File: src/design/lsdom_pkg.sv
package lsdom_pkg;

    // bus widths of the low-speed register bus.
    localparam int addr_width = 32;
    localparam int data_width = 32;
    localparam int strb_width = data_width / 8;

    localparam int num_targets = 5;

    typedef logic [2:0] tgt_idx_t;

    localparam tgt_idx_t tgt_mem      = 3'd0;
    localparam tgt_idx_t tgt_syscfg   = 3'd1;
    localparam tgt_idx_t tgt_lsbp     = 3'd2;
    localparam tgt_idx_t tgt_lsip     = 3'd3;
    localparam tgt_idx_t tgt_to_hsdom = 3'd4;

    typedef logic [1:0] resp_t;

    localparam resp_t resp_okay   = 2'b00;
    localparam resp_t resp_slverr = 2'b10;
    localparam resp_t resp_decerr = 2'b11;

    // request as issued by an initiator.
    typedef struct packed {
        logic                  write;
        logic [addr_width-1:0] addr;
        logic [data_width-1:0] wdata;
        logic [strb_width-1:0] strb;
    } bus_req_t;

    typedef struct packed {
        logic [data_width-1:0] rdata;
        resp_t                 resp;
    } bus_rsp_t;

    // request as seen by a target, address rebased to its window.
    typedef struct packed {
        logic                  write;
        logic [addr_width-1:0] offset;
        logic [data_width-1:0] wdata;
        logic [strb_width-1:0] strb;
    } tgt_req_t;

    typedef struct packed {
        logic [addr_width-1:0] start_addr;
        logic [addr_width-1:0] end_addr; // exclusive.
    } map_rule_t;

    // entry order follows the target index.
    localparam map_rule_t addr_map [num_targets] = '{
        '{start_addr: 32'h0000_0000, end_addr: 32'h0000_8000},
        '{start_addr: 32'h0000_8000, end_addr: 32'h0000_8400},
        '{start_addr: 32'h0001_0000, end_addr: 32'h0001_8000},
        '{start_addr: 32'h0001_8000, end_addr: 32'h0002_0000},
        '{start_addr: 32'h0008_0000, end_addr: 32'hFFFF_FFFF}
    };

endpackage

File: src/design/lsdom_addr_decode.sv
`timescale 1ns/1ns

module lsdom_addr_decode (
    input  logic [lsdom_pkg::addr_width-1:0] addr,
    output lsdom_pkg::tgt_idx_t              tgt_idx,
    output logic [lsdom_pkg::addr_width-1:0] offset,
    output logic                             miss
);

    logic [lsdom_pkg::num_targets-1:0] hit;

    // one compare pair per rule.
    always_comb begin
        for (int i = 0; i < lsdom_pkg::num_targets; i++) begin
            hit[i] = (addr >= lsdom_pkg::addr_map[i].start_addr) &&
                     (addr <  lsdom_pkg::addr_map[i].end_addr);
        end
    end

    // walk down so that the lowest matching rule is the one kept.
    always_comb begin
        tgt_idx = '0;
        offset  = addr;
        miss    = 1'b1;
        for (int i = lsdom_pkg::num_targets - 1; i >= 0; i--) begin
            if (hit[i]) begin
                tgt_idx = lsdom_pkg::tgt_idx_t'(i);
                offset  = addr - lsdom_pkg::addr_map[i].start_addr;
                miss    = 1'b0;
            end
        end
    end

endmodule

File: src/design/lsdom_arbiter.sv
`timescale 1ns/1ns

module lsdom_arbiter #(
    parameter int num_init = 3
) (
    input  logic                        seq,
    input  logic                        reset,
    input  logic [num_init-1:0]         req,
    input  logic                        pause,
    input  logic                        busy,
    output logic                        grant,
    output logic [$clog2(num_init)-1:0] grant_idx
);

    localparam int idx_width = $clog2(num_init);

    logic [num_init-1:0]  served_q;  // granted, request not yet dropped.
    logic [num_init-1:0]  eligible;
    logic [num_init-1:0]  pick_onehot;
    logic [idx_width-1:0] pick;
    logic                 found;
    logic                 take;

    // a served initiator must lower req once before it counts again.
    assign eligible = req & ~served_q;

    // search starts right after the last winner, held in grant_idx.
    always_comb begin
        int cand;
        found = 1'b0;
        pick  = grant_idx;
        for (int k = 1; k <= num_init; k++) begin
            cand = (int'(grant_idx) + k) % num_init;
            if (!found && eligible[cand]) begin
                found = 1'b1;
                pick  = idx_width'(cand);
            end
        end
    end

    assign pick_onehot = {{(num_init-1){1'b0}}, 1'b1} << pick;

    // no new grant while a transaction is in flight or paused.
    assign take = found && !busy && !grant && !pause;

    always_ff @(posedge seq) begin
        if (reset) begin
            grant     <= 1'b0;
            grant_idx <= idx_width'(num_init - 1); // initiator 0 first.
            served_q  <= '0;
        end else begin
            grant    <= take;
            served_q <= served_q & req;
            if (take) begin
                grant_idx <= pick;
                served_q  <= (served_q & req) | pick_onehot;
            end
        end
    end

endmodule

File: src/design/lsdom_execute.sv
`timescale 1ns/1ns

module lsdom_execute #(
    parameter int num_init = 3
) (
    input  logic                                      seq,
    input  logic                                      reset,
    input  logic                                      grant,
    input  logic [$clog2(num_init)-1:0]               grant_idx,
    input  lsdom_pkg::bus_req_t [num_init-1:0]        init_req_data,
    output logic [lsdom_pkg::num_targets-1:0]         tgt_req,
    output lsdom_pkg::tgt_req_t                       tgt_req_data,
    input  logic [lsdom_pkg::num_targets-1:0]         tgt_ack,
    input  lsdom_pkg::bus_rsp_t [lsdom_pkg::num_targets-1:0] tgt_ack_data,
    output logic                                      busy,
    output logic                                      done,
    output logic [$clog2(num_init)-1:0]               owner_idx,
    output lsdom_pkg::bus_rsp_t                       rsp_data
);

    // issue: target request out. wait: response handed to result stage.
    typedef enum logic [1:0] {
        st_idle,
        st_issue,
        st_wait
    } state_t;

    localparam logic [lsdom_pkg::num_targets-1:0] tgt_one = 1;

    state_t                           state_q;
    lsdom_pkg::bus_req_t              granted;
    lsdom_pkg::tgt_idx_t              dec_idx;
    logic [lsdom_pkg::addr_width-1:0] dec_offset;
    logic                             dec_miss;
    lsdom_pkg::tgt_idx_t              act_idx_q;
    logic                             start;
    logic                             acked;

    assign granted = init_req_data[grant_idx];

    lsdom_addr_decode u_decode (
        .addr    (granted.addr),
        .tgt_idx (dec_idx),
        .offset  (dec_offset),
        .miss    (dec_miss)
    );

    assign start = (state_q == st_idle) && grant;
    assign acked = (state_q == st_issue) && tgt_ack[act_idx_q]; // active target only.
    assign busy  = (state_q != st_idle);

    always_ff @(posedge seq) begin
        if (reset) begin
            state_q <= st_idle;
            tgt_req <= '0;
            done    <= 1'b0;
        end else begin
            done <= 1'b0;
            case (state_q)
                st_idle: begin
                    if (grant && dec_miss) begin
                        state_q <= st_wait; // miss completes locally.
                        done    <= 1'b1;
                    end else if (grant) begin
                        state_q <= st_issue;
                        tgt_req <= tgt_one << dec_idx;
                    end
                end
                st_issue: begin
                    if (acked) begin
                        state_q <= st_wait;
                        tgt_req <= '0;
                        done    <= 1'b1;
                    end
                end
                st_wait:  state_q <= st_idle;
                default:  state_q <= st_idle;
            endcase
        end
    end

    // request and response payload.
    always_ff @(posedge seq) begin
        if (start) begin
            owner_idx    <= grant_idx;
            act_idx_q    <= dec_idx;
            tgt_req_data <= '{
                write:  granted.write,
                offset: dec_offset,
                wdata:  granted.wdata,
                strb:   granted.strb
            };
            if (dec_miss) begin
                rsp_data <= '{rdata: '0, resp: lsdom_pkg::resp_decerr};
            end
        end
        if (acked) begin
            rsp_data <= tgt_ack_data[act_idx_q];
        end
    end

endmodule

File: src/design/lsdom_fabric.sv
`timescale 1ns/1ns

module lsdom_fabric #(
    parameter int num_init = 3
) (
    input  logic                                      seq,
    input  logic                                      reset,
    input  logic                                      pause,
    input  logic [num_init-1:0]                       init_req,
    input  lsdom_pkg::bus_req_t [num_init-1:0]        init_req_data,
    output logic [num_init-1:0]                       init_rsp,
    output lsdom_pkg::bus_rsp_t                       init_rsp_data,
    output logic [lsdom_pkg::num_targets-1:0]         tgt_req,
    output lsdom_pkg::tgt_req_t                       tgt_req_data,
    input  logic [lsdom_pkg::num_targets-1:0]         tgt_ack,
    input  lsdom_pkg::bus_rsp_t [lsdom_pkg::num_targets-1:0] tgt_ack_data
);

    logic                        grant;
    logic [$clog2(num_init)-1:0] grant_idx;
    logic                        busy;
    logic                        done;
    logic [$clog2(num_init)-1:0] owner_idx;
    lsdom_pkg::bus_rsp_t         rsp_data;

    lsdom_arbiter #(.num_init(num_init)) u_arbiter (
        .seq       (seq),
        .reset     (reset),
        .req       (init_req),
        .pause     (pause),
        .busy      (busy),  // held off while execute is occupied.
        .grant     (grant),
        .grant_idx (grant_idx)
    );

    lsdom_execute #(.num_init(num_init)) u_execute (
        .seq           (seq),
        .reset         (reset),
        .grant         (grant),
        .grant_idx     (grant_idx),
        .init_req_data (init_req_data),
        .tgt_req       (tgt_req),
        .tgt_req_data  (tgt_req_data),
        .tgt_ack       (tgt_ack),
        .tgt_ack_data  (tgt_ack_data),
        .busy          (busy),
        .done          (done),
        .owner_idx     (owner_idx),
        .rsp_data      (rsp_data)
    );

    lsdom_result #(.num_init(num_init)) u_result (
        .seq           (seq),
        .reset         (reset),
        .done          (done),
        .owner_idx     (owner_idx),
        .rsp_data      (rsp_data),
        .init_rsp      (init_rsp),
        .init_rsp_data (init_rsp_data)
    );

endmodule

File: src/design/lsdom_result.sv
`timescale 1ns/1ns

module lsdom_result #(
    parameter int num_init = 3
) (
    input  logic                        seq,
    input  logic                        reset,
    input  logic                        done,
    input  logic [$clog2(num_init)-1:0] owner_idx,
    input  lsdom_pkg::bus_rsp_t         rsp_data,
    output logic [num_init-1:0]         init_rsp,
    output lsdom_pkg::bus_rsp_t         init_rsp_data
);

    logic [num_init-1:0] owner_onehot;

    assign owner_onehot = {{(num_init-1){1'b0}}, 1'b1} << owner_idx;

    // one pulse, to the owner only.
    always_ff @(posedge seq) begin
        if (reset) begin
            init_rsp <= '0;
        end else begin
            init_rsp <= done ? owner_onehot : '0;
        end
    end

    // held until the next completion.
    always_ff @(posedge seq) begin
        if (done) begin
            init_rsp_data <= rsp_data;
        end
    end

endmodule

File: config.mk
export PLATFORM = sky130hd
export DESIGN_NAME = lsdom_fabric
export DESIGN_NICKNAME = d
export VERILOG_FILES = /design/src/design/lsdom_pkg.sv /design/src/design/lsdom_addr_decode.sv /design/src/design/lsdom_arbiter.sv /design/src/design/lsdom_execute.sv /design/src/design/lsdom_fabric.sv /design/src/design/lsdom_result.sv
export SDC_FILE = /design/constraint.sdc
export NUM_CORES = 1
export LEC_CHECK = 0
export BUFFER_PORTS_ARGS = -buffer_cell sky130_fd_sc_hd__clkbuf_2
export CORE_AREA = 2 2 193 195
export DETAILED_ROUTE_END_ITERATION = 12
export DIE_AREA = 0 0 195 197
export GPL_TIMING_DRIVEN = 0
export PLACE_DENSITY_LB_ADDON = 0.1
export SETUP_SLACK_MARGIN = 0.15
export SLEW_MARGIN = 20
export SYNTH_ARGS = -nofsm -noshare
export SYNTH_HDL_FRONTEND = slang
export SYNTH_SLANG_ARGS = --single-unit
export TNS_END_PERCENT = 10
File: constraint.sdc
create_clock -name seq -period 6.5 [get_ports seq]
set_input_delay 0.325 -clock seq [delete_from_list [all_inputs] [get_ports seq]]
set_output_delay 0.325 -clock seq [all_outputs]
set_load 0.005 [all_outputs]
==> run metrics <==
result of the run finished clean; Die Wd 195 µm; Crit Path Class reg -> reg; via count 8294; Nets 1669; Die Y 197 µm; mean post-synth cell area 12.0 µm²; post-synthesis compound-gate area fraction 13.7%; Worst EP arrival about 4900 ps; Max Fanout on Critical Path 14; CP Capture Type flip-flop; GRT Residual Overflow 0; leading area contributor after synthesis edfxtp_1; core area 36300 µm²; hold buffers post-CTS 0; pre-CTS setup slack ~1700 ps; Layout Cells excl Fill 1752; initial antenna violation count 4; fin area 12700 µm²; post-synthesis mux area share 16.8%; top cell type's share of synthesized area 47.7%; FFs w/ async S/R, synth 0%; cts repair resizes 0; max frequency 212 MHz; clock tree sinks 159; DR WL/cell 19.7 µm; R2R Path Start u_arbiter.grant_idx[0]; # IOs 499; Via density 4.73; clk_skew 13.3 ps; gpl congestion 0.819; final hold vios 0; pwr dens 260 nW/µm²; syn nets 1147; first-pass GRT wire length 50.2 mm; post-CTS setup buffers 0; CTS H-tree depth 4; Total Wirelength 34.6 mm; count leader, synth edfxtp_1; max-cap check violation count 0; TritonCTS Buffers 17; worst IR drop on VDD ~0.19 mV; DP HPWL 28.2 mm; IO buf count approximately 500; # setup viols final 0; Die Footprint 38400 µm²; Hold Crit Class in -> reg; clock root buffer clkbuf_16; Clock Path Buffers 2; Post-synth EDFFs about 140; Required @ worst endpoint about 6600 ps; min Tclk post-route 4720 ps; fin crit share 72.7%; maximum number of pins on one net before global-route repair 43; RSZ-0062 raised after global routing no; largest family of logic cells by synthesized area multiplexers; fin worst setup slack 1780 ps; Worst-Margin Slew 971 ps; Synth Area in Simple Gates 11.6%; Seq cells post-synth 159; Remaining DRCs 0; Routed Antenna Nets 0; Mapped Area 8930 µm²; DP Cell Count ~1700; Hold Slack 156 ps; Synth warnings 0; relative slew slack 35.2%; area grow syn2layout 41.8%; list of most frequent post-synthesis cells edfxtp_1 (142), mux2i_1 (68), nor2_1 (66); clk_lat worst skew around 430 ps; largest cells by area after synthesis edfxtp_1 (48%), mux4_2 (8.8%), mux2i_1 (7.6%); First DRT Iteration DRCs 402; Adder-Cell Fraction of Synth Area about 1.9%; final number of max-transition violations 0; vias in the first global route 8599; layout cells sized above 1 a little under half; Post-DP Area ~12000 µm²; Post-Synth XOR/XNOR Area 1.08%; Post-Syn Instances 746; Yosys cell types 65; first-pass iteration count of the detailed router 5; CTS tree done; Setup crit start u_arbiter.grant_idx[0]; Startpoint Class flip-flop; Leakage between 5 and 6 nW; top_reg_cell synth edfxtp_1; clock slew at reported path FFs 70 ps; FP Rows 70; Pwr Total 3.29 mW; Tot GR Track Use 17.4%; Initial Util approximately a quarter; hold_sp init_req[1]; Seq/Total Area, Yosys 51.5%
sequential cells by signal (all words and copies together) (netlist names):
name and flops:
u_arbiter.served_q 3, u_execute.owner_idx 2, u_execute.rsp_data 34, u_execute.state_q 2
u_execute.act_idx_q 3, u_execute.tgt_req_data 69, u_result.init_rsp_data 34, u_arbiter.grant 1
u_execute.tgt_req 5, u_arbiter.grant_idx 2, u_result.init_rsp 3, u_execute.done 1
layout make-up:
cell class                 count  area, µm²
fill                        3768      23600
clock inverter                11       93.8
timing repair buffer         503       2580
sequential                   159       4610
buffer                        49        231
inverter                      16       62.6
antenna                        3       7.51
tap                          468        586
multi-input combinational    522       4060
clock buffer                  21        440
metrics by stage:
| stage | utilization (%) | TNS [ps] |
|---|---|---|
| after floorplan | - | 0 |
| after global placement | 33.1 | -75890 |
| after detailed placement | 33.4 | 0 |
| after CTS | 34.9 | 0 |
| after global routing | 34.9 | 0 |
| final | 34.9 | 0 |
cell usage in the layout (no fill, tap or decap), types with 3 or more instances in the layout:
cell type	instances
xnor2_1	6
clkbuf_1	31
clkinvlp_4	3
buf_1	11
dfxtp_1	16
clkbuf_2	498
mux2i_1	68
clkinv_2	4
nand2b_1	10
mux2_2	3
o22ai_1	3
nor3b_1	3
nor3_1	11
inv_1	13
nor4_1	9
o31ai_1	4
and2_1	5
o21ai_0	49
a2bb2oi_1	5
ha_1	13
nand2_1	65
nand4_1	18
clkbuf_16	17
a31oi_1	3
o2bb2ai_1	25
nor2_1	66
buf_2	5
mux4_2	35
a21oi_1	20
diode_2	3
buf_6	8
nand3_1	12
nor2b_1	7
edfxtp_1	142
xor2_1	5
a22oi_1	36
report_power, final:
part           leakage [nW]  switching (mW)  total, mW  internal (mW)
sequential             1.41          0.0283       1.27           1.24
combinational          3.85           0.624       1.07          0.442
clock                 0.255           0.430      0.956          0.526
path summary, 6_finish.rpt:
kind                                      to  slack [ps]  cells past startpoint
hold / removal         u_arbiter.served_q[1]         160                      3
setup reg to reg      u_execute.rsp_data[14]        1780                     13
setup / recovery      u_execute.rsp_data[14]        1780                     13
hold reg to reg   u_result.init_rsp_data[13]         420                      0
layer usage:
layer / vias up / share of wire [%] / track usage, %
met5: - / 0.038 / 0
met4: 2 / 1.5 / 4.75
met3: 23 / 7.0 / 4.53
met2: 394 / 51 / 31.1
met1: 3913 / 40 / 20.7
li1: 3962 / - / -
worst max-delay path: stages (launching register included):
cell and delay [ps]:
dfxtp_1 480, buf_2 270, buf_1 490, o2bb2ai_1 340, nor4_1 560, nand4_1 380, nor2_1 400, a41o_1 240
buf_6 150, nand2_1 170, o31ai_4 310, buf_6 220, buf_6 210, buf_6 180
cell families (layout without fill, tap and decap cells):
kind of cell / after synthesis / after routing
multiplexers: 106 / 106
buffers and inverters: 65 / 600
flip-flops: 159 / 159
XOR/XNOR: 11 / 11
adder cells (fa/ha/maj): 14 / 14
other: 0 / 3
AND/OR/NAND/NOR: 219 / 219
AO/OA/AOI/OAI: 172 / 172
No activity file was read; power rests on OpenSTA's default activity.
